$ cat config.mk
export PLATFORM = sky130hd
export DESIGN_NAME = scrollTop
export DESIGN_NICKNAME = d
export VERILOG_FILES = /design/src/scrollPkg.sv /design/src/flashPkg.sv /design/src/scrollCtrl.sv /design/src/flashToNametable.sv /design/src/spiFlashReader.sv /design/src/scrollTop.sv
export VERILOG_INCLUDE_DIRS = /design/src
export SDC_FILE = /design/constraint.sdc
export NUM_CORES = 1
export LEC_CHECK = 0
export BUFFER_PORTS_ARGS = -buffer_cell sky130_fd_sc_hd__buf_2
export CAP_MARGIN = 20
export CORE_ASPECT_RATIO = 1.4
export CORE_UTILIZATION = 50
export DETAILED_ROUTE_END_ITERATION = 16
export PLACE_DENSITY_LB_ADDON = 0.25
export SLEW_MARGIN = 20
export SYNTH_ARGS = -nofsm -noshare
export SYNTH_HDL_FRONTEND = slang
export SYNTH_HIERARCHICAL = 1
export SYNTH_SLANG_ARGS = --single-unit
$ cat constraint.sdc
create_clock -name clk -period 2.6 [get_ports clk]
set_input_delay 0.26 -clock clk [delete_from_list [all_inputs] [get_ports clk]]
set_output_delay 0.26 -clock clk [all_outputs]
set_load 0.01 [all_outputs]
$ cat src/scroll_params.svh
`ifndef SCROLL_PARAMS_SVH
`define SCROLL_PARAMS_SVH

// system clocks per SPI clock half-period
`define SPI_CLK_DIV 2

// burst sizes in bytes
`define NAME_BURST 32   // one name-table row, 32 tiles
`define ATTR_BURST 8    // one attribute row

// layout of a map image in flash
`define MAP_STRIDE 1024 // bytes per image
`define ATTR_OFFSET 960 // attribute block after 30 name rows

`endif

$ cat src/scrollPkg.sv
`default_nettype none

package scrollPkg;

    // configuration coming from the register side
    typedef struct packed {
        logic        enable;
        logic        pause;
        logic [7:0]  cntMax;    // frames per step minus one
        logic [23:0] flashBase;
        logic [7:0]  mapCount;  // last map index
    } scrollCfg_t;

    typedef struct packed {
        logic [7:0] mapIndex;
        logic [8:0] ptr;
        logic [8:0] ptrDelayed; // pointer before the last step
        logic       scrolling;
    } scrollStatus_t;

    // one row load, name row and optional attribute row
    typedef struct packed {
        logic        needName;
        logic        needAttr;
        logic [23:0] nameFlash;
        logic [23:0] attrFlash;
        logic [8:0]  nameRam;   // word address
        logic [8:0]  attrRam;   // word address
    } loadReq_t;

    typedef struct packed {
        logic [3:0]  en;        // byte enables
        logic [8:0]  addr;
        logic [31:0] data;
    } ramWrite_t;

endpackage

`default_nettype wire

$ cat src/flashPkg.sv
`default_nettype none

package flashPkg;

    // serial flash opcodes, plain read only
    typedef enum logic [7:0] {
        READ = 8'h03
    } flashOp_e;

    typedef enum logic [2:0] {
        SPI_IDLE,
        SPI_CMD,
        SPI_ADDR,
        SPI_DATA,
        SPI_DONE
    } spiState_e;

    // loader FSM
    typedef enum logic [1:0] {
        LD_IDLE,
        LD_NAME,
        LD_ATTR
    } loadState_e;

    // burst read request
    typedef struct packed {
        logic [23:0] addr;
        logic [5:0]  len;   // byte count
    } flashRead_t;

endpackage

`default_nettype wire

$ cat src/scrollCtrl.sv
`timescale 1ns/1ps
`default_nettype none
`include "scroll_params.svh"

module scrollCtrl (
    input  logic                     clk,
    input  logic                     rst,
    input  scrollPkg::scrollCfg_t    cfg,
    input  logic                     vgaIntr,
    output scrollPkg::scrollStatus_t status,
    output logic                     reqValid,
    output scrollPkg::loadReq_t      req,
    input  logic                     reqReady
);
    import scrollPkg::*;

    logic [2:0]  intrSync;      // two sync flops plus edge history
    logic        framePulse;
    logic [7:0]  divCnt;
    logic [8:0]  ptr;
    logic [8:0]  ptrDelayed;
    logic [7:0]  mapIndex;
    logic        scrolling;
    logic        scrollingQ;
    logic        stall;
    logic        frameOk;
    logic        step;
    logic        stepped;
    logic        needName;
    logic        needAttr;
    logic [23:0] imageBase;
    loadReq_t    reqNext;

    // frame interrupt edge detect
    always_ff @(posedge clk) begin
        if (rst) begin
            intrSync   <= '0;
            framePulse <= 1'b0;
        end else begin
            intrSync   <= {intrSync[1:0], vgaIntr};
            framePulse <= intrSync[1] & ~intrSync[2];
        end
    end

    assign scrolling = cfg.enable && (mapIndex <= cfg.mapCount) && !cfg.pause;

    // no stepping while a load request is pending
    assign stall   = stepped || (reqValid && !reqReady);
    assign frameOk = framePulse && scrolling && !stall;
    assign step    = frameOk && (divCnt == cfg.cntMax);

    // speed divider
    always_ff @(posedge clk) begin
        if (rst || !cfg.enable) begin
            divCnt <= '0;
        end else if (frameOk) begin
            divCnt <= (divCnt >= cfg.cntMax) ? 8'd0 : divCnt + 8'd1;
        end
    end

    // pointer walks down, two pages of 240 rows
    always_ff @(posedge clk) begin
        if (rst || !cfg.enable) begin
            ptr        <= '0;
            ptrDelayed <= '0;
            mapIndex   <= '0;
        end else if (step) begin
            if (ptr == 9'd256) begin
                ptr      <= 9'd239;
                mapIndex <= mapIndex + 8'd1;
            end else if (ptr == 9'd0) begin
                ptr      <= 9'd495;
                mapIndex <= mapIndex + 8'd1;
            end else begin
                ptr <= ptr - 9'd1;
            end
            ptrDelayed <= ptr;
        end
    end

    always_ff @(posedge clk) begin
        if (rst) begin
            stepped    <= 1'b0;
            scrollingQ <= 1'b0;
        end else begin
            stepped    <= step;
            scrollingQ <= scrolling;
        end
    end

    // load rules on the new pointer
    assign needName = (ptr[2:0] == 3'b111);
    assign needAttr = (ptr[4:0] == 5'b11111) || (ptr == 9'd495) || (ptr == 9'd239);

    assign imageBase = cfg.flashBase + 24'(mapIndex) * 24'(`MAP_STRIDE);

    always_comb begin
        reqNext.needName  = needName;
        reqNext.needAttr  = needAttr;
        reqNext.nameFlash = imageBase + 24'(ptr[7:3]) * 24'(`NAME_BURST);
        reqNext.attrFlash = imageBase + 24'(`ATTR_OFFSET) + 24'(ptr[7:5]) * 24'(`ATTR_BURST);
        reqNext.nameRam   = {ptr[8:3], 3'b000};
        // attribute rows sit after the 240 name words of each page
        reqNext.attrRam   = {ptr[8], 8'd0} + 9'd240 + {5'd0, ptr[7:5], 1'b0};
    end

    always_ff @(posedge clk) begin
        if (rst) begin
            reqValid <= 1'b0;
        end else if (stepped && (needName || needAttr)) begin
            reqValid <= 1'b1;
        end else if (reqReady) begin
            reqValid <= 1'b0;
        end
    end

    always_ff @(posedge clk) begin
        if (stepped && (needName || needAttr)) begin
            req <= reqNext;
        end
    end

    assign status = '{mapIndex: mapIndex, ptr: ptr, ptrDelayed: ptrDelayed,
                      scrolling: scrollingQ};

    ptrLegal: assert property (@(posedge clk) disable iff (rst)
        (ptr <= 9'd239) || (ptr inside {[9'd256:9'd495]}));

    // loader may take its time, request must hold
    reqStable: assert property (@(posedge clk) disable iff (rst)
        reqValid && !reqReady |=> reqValid && $stable(req));

endmodule

`default_nettype wire

$ cat src/flashToNametable.sv
`timescale 1ns/1ps
`default_nettype none
`include "scroll_params.svh"

module flashToNametable (
    input  logic                 clk,
    input  logic                 rst,
    input  logic                 reqValid,
    input  scrollPkg::loadReq_t  req,
    output logic                 reqReady,
    output logic                 rdValid,
    output flashPkg::flashRead_t rd,
    input  logic                 rdReady,
    input  logic                 byteValid,
    input  logic [7:0]           byteData,
    input  logic                 rdDone,
    output scrollPkg::ramWrite_t nameWr,
    output scrollPkg::ramWrite_t attrWr
);
    import scrollPkg::*;
    import flashPkg::*;

    loadState_e  state;
    loadReq_t    reqQ;
    logic [1:0]  byteCnt;   // byte within the word
    logic [3:0]  wordIdx;
    logic [23:0] wordBuf;   // first three bytes of a word
    logic        nameEnQ;
    logic        attrEnQ;
    logic [8:0]  wrAddr;
    logic [31:0] wrData;

    assign reqReady = (state == LD_IDLE);

    always_ff @(posedge clk) begin
        if (rst) begin
            state   <= LD_IDLE;
            rdValid <= 1'b0;
        end else begin
            if (rdValid && rdReady) begin
                rdValid <= 1'b0;
            end
            case (state)
                LD_IDLE: begin
                    if (reqValid && req.needName) begin
                        state   <= LD_NAME;
                        rdValid <= 1'b1;
                    end else if (reqValid && req.needAttr) begin
                        state   <= LD_ATTR;
                        rdValid <= 1'b1;
                    end
                end
                LD_NAME: begin
                    if (rdDone && reqQ.needAttr) begin
                        state   <= LD_ATTR;     // attribute row follows
                        rdValid <= 1'b1;
                    end else if (rdDone) begin
                        state <= LD_IDLE;
                    end
                end
                LD_ATTR: begin
                    if (rdDone) begin
                        state <= LD_IDLE;
                    end
                end
                default: state <= LD_IDLE;
            endcase
        end
    end

    // burst parameters
    always_ff @(posedge clk) begin
        if (state == LD_IDLE && reqValid) begin
            reqQ    <= req;
            rd.addr <= req.needName ? req.nameFlash : req.attrFlash;
            rd.len  <= req.needName ? 6'(`NAME_BURST) : 6'(`ATTR_BURST);
        end else if (state == LD_NAME && rdDone) begin
            rd.addr <= reqQ.attrFlash;
            rd.len  <= 6'(`ATTR_BURST);
        end
    end

    always_ff @(posedge clk) begin
        if (rst) begin
            byteCnt <= '0;
            wordIdx <= '0;
            nameEnQ <= 1'b0;
            attrEnQ <= 1'b0;
        end else begin
            nameEnQ <= 1'b0;
            attrEnQ <= 1'b0;
            if (rdValid && rdReady) begin
                byteCnt <= '0;      // new burst
                wordIdx <= '0;
            end else if (byteValid) begin
                byteCnt <= byteCnt + 2'd1;
                if (byteCnt == 2'd3) begin
                    wordIdx <= wordIdx + 4'd1;
                    nameEnQ <= (state == LD_NAME);
                    attrEnQ <= (state == LD_ATTR);
                end
            end
        end
    end

    // little-endian packing, first byte lands in [7:0]
    always_ff @(posedge clk) begin
        if (byteValid) begin
            wordBuf <= {byteData, wordBuf[23:8]};
            if (byteCnt == 2'd3) begin
                wrData <= {byteData, wordBuf};
                wrAddr <= ((state == LD_NAME) ? reqQ.nameRam : reqQ.attrRam) + 9'(wordIdx);
            end
        end
    end

    assign nameWr = '{en: {4{nameEnQ}}, addr: wrAddr, data: wrData};
    assign attrWr = '{en: {4{attrEnQ}}, addr: wrAddr, data: wrData};

    oneWritePort: assert property (@(posedge clk) disable iff (rst)
        !((|nameWr.en) && (|attrWr.en)));

endmodule

`default_nettype wire

$ cat src/spiFlashReader.sv
`timescale 1ns/1ps
`default_nettype none
`include "scroll_params.svh"

module spiFlashReader (
    input  logic                 clk,
    input  logic                 rst,
    input  logic                 rdValid,
    input  flashPkg::flashRead_t rd,
    output logic                 rdReady,
    output logic                 byteValid,
    output logic [7:0]           byteData,
    output logic                 rdDone,
    output logic                 spiClk,
    output logic                 spiCs,
    output logic                 spiMosi,
    input  logic                 spiMiso
);
    import flashPkg::*;

    localparam int DivW = $clog2(`SPI_CLK_DIV + 1);

    spiState_e       state;
    logic [DivW-1:0] divCnt;
    logic            active;
    logic            halfTick;  // spiClk toggles here
    logic [31:0]     shiftOut;  // opcode then address
    logic [6:0]      shiftIn;
    logic [4:0]      bitCnt;
    logic [5:0]      bytesLeft;

    assign rdReady  = (state == SPI_IDLE);
    assign active   = (state == SPI_CMD) || (state == SPI_ADDR) || (state == SPI_DATA);
    assign halfTick = active && (divCnt == DivW'(`SPI_CLK_DIV - 1));
    assign spiMosi  = shiftOut[31];

    always_ff @(posedge clk) begin
        if (rst) begin
            state     <= SPI_IDLE;
            divCnt    <= '0;
            spiClk    <= 1'b0;
            spiCs     <= 1'b1;
            bitCnt    <= '0;
            bytesLeft <= '0;
            byteValid <= 1'b0;
            rdDone    <= 1'b0;
        end else begin
            byteValid <= 1'b0;
            rdDone    <= 1'b0;
            divCnt    <= (halfTick || !active) ? '0 : divCnt + 1'b1;
            case (state)
                SPI_IDLE: begin
                    if (rdValid) begin
                        spiCs     <= 1'b0;
                        bitCnt    <= '0;
                        bytesLeft <= rd.len;
                        state     <= SPI_CMD;
                    end
                end
                SPI_CMD, SPI_ADDR, SPI_DATA: begin
                    if (halfTick) begin
                        spiClk <= ~spiClk;
                        if (!spiClk) begin
                            // rising edge, last bit of a byte completes it
                            byteValid <= (state == SPI_DATA) && (bitCnt == 5'd7);
                        end else if (state == SPI_CMD && bitCnt == 5'd7) begin
                            state  <= SPI_ADDR;
                            bitCnt <= '0;
                        end else if (state == SPI_ADDR && bitCnt == 5'd23) begin
                            state  <= SPI_DATA;
                            bitCnt <= '0;
                        end else if (state == SPI_DATA && bitCnt == 5'd7) begin
                            bitCnt    <= '0;
                            bytesLeft <= bytesLeft - 6'd1;
                            if (bytesLeft <= 6'd1) begin
                                state <= SPI_DONE;
                            end
                        end else begin
                            bitCnt <= bitCnt + 5'd1;
                        end
                    end
                end
                SPI_DONE: begin
                    spiCs  <= 1'b1;     // clock is already low here
                    rdDone <= 1'b1;
                    state  <= SPI_IDLE;
                end
                default: state <= SPI_IDLE;
            endcase
        end
    end

    // mode 0 datapath
    always_ff @(posedge clk) begin
        if (state == SPI_IDLE && rdValid) begin
            shiftOut <= {READ, rd.addr};
        end else if (halfTick && spiClk) begin
            shiftOut <= {shiftOut[30:0], 1'b0};    // next bit on falling edge
        end
        if (halfTick && !spiClk) begin
            shiftIn  <= {shiftIn[5:0], spiMiso};
            byteData <= {shiftIn, spiMiso};
        end
    end

    clkIdleLow: assert property (@(posedge clk) disable iff (rst)
        spiCs |-> !spiClk);

endmodule

`default_nettype wire

$ cat src/scrollTop.sv
`timescale 1ns/1ps
`default_nettype none

module scrollTop (
    input  logic                     clk,
    input  logic                     rst,
    input  scrollPkg::scrollCfg_t    cfg,
    input  logic                     vgaIntr,
    input  logic                     spiMiso,
    output scrollPkg::scrollStatus_t status,
    output scrollPkg::ramWrite_t     nameWr,
    output scrollPkg::ramWrite_t     attrWr,
    output logic                     spiClk,
    output logic                     spiCs,
    output logic                     spiMosi
);
    import scrollPkg::*;
    import flashPkg::*;

    // controller to loader
    logic       reqValid;
    logic       reqReady;
    loadReq_t   req;

    // loader to SPI reader
    logic       rdValid;
    logic       rdReady;
    flashRead_t rd;
    logic       byteValid;
    logic [7:0] byteData;
    logic       rdDone;

    scrollCtrl ctrl_i (
        .clk      (clk),
        .rst      (rst),
        .cfg      (cfg),
        .vgaIntr  (vgaIntr),
        .status   (status),
        .reqValid (reqValid),
        .req      (req),
        .reqReady (reqReady)
    );

    flashToNametable loader_i (
        .clk       (clk),
        .rst       (rst),
        .reqValid  (reqValid),
        .req       (req),
        .reqReady  (reqReady),
        .rdValid   (rdValid),
        .rd        (rd),
        .rdReady   (rdReady),
        .byteValid (byteValid),
        .byteData  (byteData),
        .rdDone    (rdDone),
        .nameWr    (nameWr),
        .attrWr    (attrWr)
    );

    spiFlashReader reader_i (
        .clk       (clk),
        .rst       (rst),
        .rdValid   (rdValid),
        .rd        (rd),
        .rdReady   (rdReady),
        .byteValid (byteValid),
        .byteData  (byteData),
        .rdDone    (rdDone),
        .spiClk    (spiClk),
        .spiCs     (spiCs),
        .spiMosi   (spiMosi),
        .spiMiso   (spiMiso)
    );

endmodule

`default_nettype wire

==> impl.org <==
** Finish
- The number of antenna diodes in the final layout is 0.
- Seq. cell area :: around 8200 sq um
- In the final layout, the multi-input gates occupy 5040 sq um.
- Area added between synthesis and finish :: 17.8%
- For this run, the post-layout net count is 1462.
- Cells with a size suffix above 1 make up approximately a quarter of the layout.
- Counting the fill cells in the layout gives 2143.

** Timing
- The count of final max-slew check failures came to 0.
- Setup repair after global routing could not meet its margin everywhere.
- The worst pin sits at a relative slew slack of 44.8%.
- Final period utilization :: between 90% and 100%
- Final Skew :: 0.0316 ns
- Setup violations remaining at the end of the flow were counted as 0.
- Final sum of negative setup slack :: 0 ns
- Setup slack closes at 0.0204 ns.
- After layout, the minimum clock period comes to 2.58 ns.
- Worst-margin pin slew :: slightly above 0.8 ns
- Number of hold-slack violations in the final timing report :: 0
- Hold timing on the final database bottoms out at a slack of 0.0397 ns.
- Maximum clock rate :: slightly below 400 MHz

** Power and ir drop
- Cell Pwr Density :: approximately 600 nW/um^2
- Of the total power, the clock network draws 44.8%.
- Summed over all cells, the static leakage comes to 6.52 nW.
- In this run, the combinational gates consume 3.3% of the power.
- Peak supply drop :: around 440 uV
- Net switching power figure :: 1.94 mW
- The design draws 9.79 mW.
- Of the total power, registers draw between 50% and 60%.
- The internal power of the cells totals ~8 mW.
- In this run switching power makes up 19.8% of total power.

** Logic synthesis
- For this run, the leading register cell type out of synthesis is edfxtp_1.
- The synthesized design devotes to its leading area cell type 47.3% of total area.
- The biggest area contributor in the post-synthesis netlist is edfxtp_1.
- Mapped Cells :: 1195
- Yosys synthesis warning count :: 6
- The mapped netlist covers 13900 sq um.
- After synthesis, the netlist uses about 80 different library cells.
- Counting flops and latches in the post-synthesis netlist gives 299.
- By instance count, the leading cell after synthesis is edfxtp_1.
- Post-Synthesis Mean Instance Area :: between 10 and 15 sq um
- Commonest cells post-synth :: 219 x edfxtp_1, 142 x nand2_1, 85 x a21oi_1
- Yosys mapped a number of flops with a built-in enable equal to 219.
- By area the synthesized netlist is led by edfxtp_1 47%, dfxtp_1 12%, ha_1 4.1%.
- Sequential-to-total area share from yosys stat :: 58.8%
- Counting flops with an async set or reset pin after synthesis yields a share of 0%.

** Place
- Pre-CTS worst setup slack :: -0.103 ns
- The congestion estimate from routability-driven global placement came to 0.877.
- The HPWL after detailed placement is 18300 microns.
- IO buf count :: 165

** Global routing
- Combined global-route utilization of all metal layers :: 18.4%
- Pin count of the biggest net entering global routing :: 88
- Wire length of the first global-routing pass :: about 42000 microns
- Antenna violations before repair :: 0
- Global routing finished with a remaining overflow of 0.
- Number of global-route vias before repair :: 8799

** Worst setup path
- Highest-delay cell along the critical path :: or4_4
- Data on the critical path is required at its endpoint by 2.88 ns.
- Type of the setup path with the least slack :: reg -> reg
- Broken down by cell family, the worst path's largest delay share belongs to simple AND/OR/NAND/NOR gates.
- Cell chain of the critical path :: ha_4, fa_2, a21o_1, a21oi_2, xnor2_2, nand3_2, or4_4, nor4_4, xnor2_1
- Worst setup SP type :: flop
- Delay of the slowest critical-path stage :: ~0.57 ns
- STA classifies the critical path endpoint as a flop.
- In this run the worst path has a maximum fanout of 3.
- Data on the critical path arrives at its endpoint at 2.86 ns.
- Worst path bufs/invs :: 0

** Clock tree
- Source-to-sink clock delay at the later pin of the worst-skew pair :: around 0.57 ns
- Counting along the longest clock path gives a buffer depth of 3.
- CTS placed an instance of clkbuf_16 at the clock tree root.
- Clock input transition at the sequential cells of the worst setup and hold paths :: 0.06 ns
- The number of clock buffers added by TritonCTS is 28.
- Number of clock sinks seen by CTS :: 299
- CTS H-tree depth :: 1
- TritonCTS built the clock tree.

** Run status
- Run status :: finished, final reports clean

** Route
- The routed layout has 9099 vias.
- Average wire per standard cell :: 14.7 microns
- Number of DRC violations after detailed-routing iteration 0 :: 494
- Ratio of routed vias to standard cells :: just over 5
- Wires add up to ~26000 microns.
- Post-route antenna net violation count :: 0
- Residual DRC count :: 0
- The pre-antenna-repair detailed-routing pass consisted of 5 iterations.

** Die
- Vertical extent of the die :: 199 microns
- The initialized floorplan defines 71 standard-cell rows.
- The initial utilization of the core area, before any placement, comes to 51.3%.
- X dimension of the die :: 143 microns
- The core region is 27100 sq um.
- For this design the top-level I/O count stands at 166.
- The die covers 28500 sq um.

** Flow run
- Max-cap violations in this run came to 0.

** Worst hold path
- Hold crit path type :: in -> reg
## through the flow
step | instances | util (%) | instance area (sq um)
after CTS | 1751 | 60.1 | 16300
after floorplan | 1204 | - | 14000
after global placement | 1692 | 56.1 | 15200
after detailed placement | 1692 | 56.1 | 15200
after global routing | 1753 | 60.4 | 16400
final | 1753 | 60.4 | 16400
## what timing repair did
action,4_1_cts,5_1_grt
setup endpoints to repair,5,9
resized for setup,4,13
endpoints found under the hold margin,7,0
hold buffers,7,0
buffers inserted,0,2
pin swaps,7,12
## logic make-up (layout without fill, tap and decap cells)
logic type	after synthesis	after routing	synth area share, %
xor+xnor	57	57	3.81
flops	299	299	58.8
fa+ha+maj	50	50	4.72
compound gates	201	201	9.33
mux	39	39	2.88
simple gates	385	385	13.8
other cells	3	12	0.0810
buf+inv	161	345	6.58
## sequential cells by signal, indices dropped and copies added (netlist names), 4 cells and up
signal              cells
loader_i/rd            26
ctrl_i/ptrDelayed       9
loader_i/reqQ          43
loader_i/wrAddr         9
loader_i/wordIdx        4
reader_i/shiftOut      32
ctrl_i/ptr              9
ctrl_i/req             53
ctrl_i/divCnt           8
reader_i/bytesLeft      6
loader_i/wrData        32
ctrl_i/mapIndex         8
loader_i/wordBuf       24
reader_i/bitCnt         5
reader_i/byteData       8
## routing by layer
| layer | wire (microns) | up-vias | global-route usage [%] |
|---|---|---|---|
| li1 | - | 4574 | - |
| met1 | 10500 | 4278 | 21.6 |
| met2 | 13500 | 198 | 33.0 |
| met3 | 973 | 49 | 2.97 |
| met4 | 774 | 0 | 7.96 |
| met5 | 0 | - | 0 |
## cells in the final DEF (no fill, tap or decap), types with 8 or more instances in the layout
cell type  instances
buf_2            165
nand2_1          140
nand3_1           35
a21o_1            12
o31ai_1           10
mux2i_1           33
nor2b_1           15
nand2b_1          15
and3_1            10
clkbuf_16         28
a21oi_1           82
nand4_1           13
inv_1             40
conb_1            12
ha_1              43
o21ai_0           28
nor2_1            75
xor2_1            16
clkbuf_1           8
xnor2_1           34
dfxtp_1           77
nor3_1            19
or4_1              8
edfxtp_1         219
buf_4             75
## path summary, 6_finish.rpt
| path | depth (start not counted) | endpoint | slack [ns] | startpoint |
|---|---|---|---|---|
| setup reg to reg | 9 | ctrl_i/req[65] | 0.02 | ctrl_i/mapIndex[0] |
| hold reg to reg | 1 | ctrl_i/framePulse | 0.39 | ctrl_i/intrSync[2] |
| hold / removal | 3 | ctrl_i/req[27] | 0.04 | cfg[17] |
| setup / recovery | 9 | ctrl_i/req[65] | 0.02 | ctrl_i/mapIndex[0] |
## area by class of cell
type                            count  area share (%)
Inverter                           42           0.963
Timing Repair Buffer              251            9.40
Clock inverter                     15            1.58
Clock buffer                       37            4.55
Multi-Input combinational cell    744            30.8
Sequential cell                   299            50.0
Tap cell                          365            2.79
## tightest hold or removal path: cells and delay by family
kind	cells	cell delay [ns]
and+or+nand+nor	2	0.10
buffers and inverters	1	0.11
## power by group through the flow
stage	sequential [mW]	combinational (mW)	clock, mW
final	5.08	0.322	4.39
after global routing	5.08	0.356	4.66
after CTS	5.08	0.315	4.48
after detailed placement	5.18	0.302	0
after global placement	5.18	0.297	0
after floorplan	5.18	0.197	0
No activity file was read; power rests on OpenSTA's default activity.
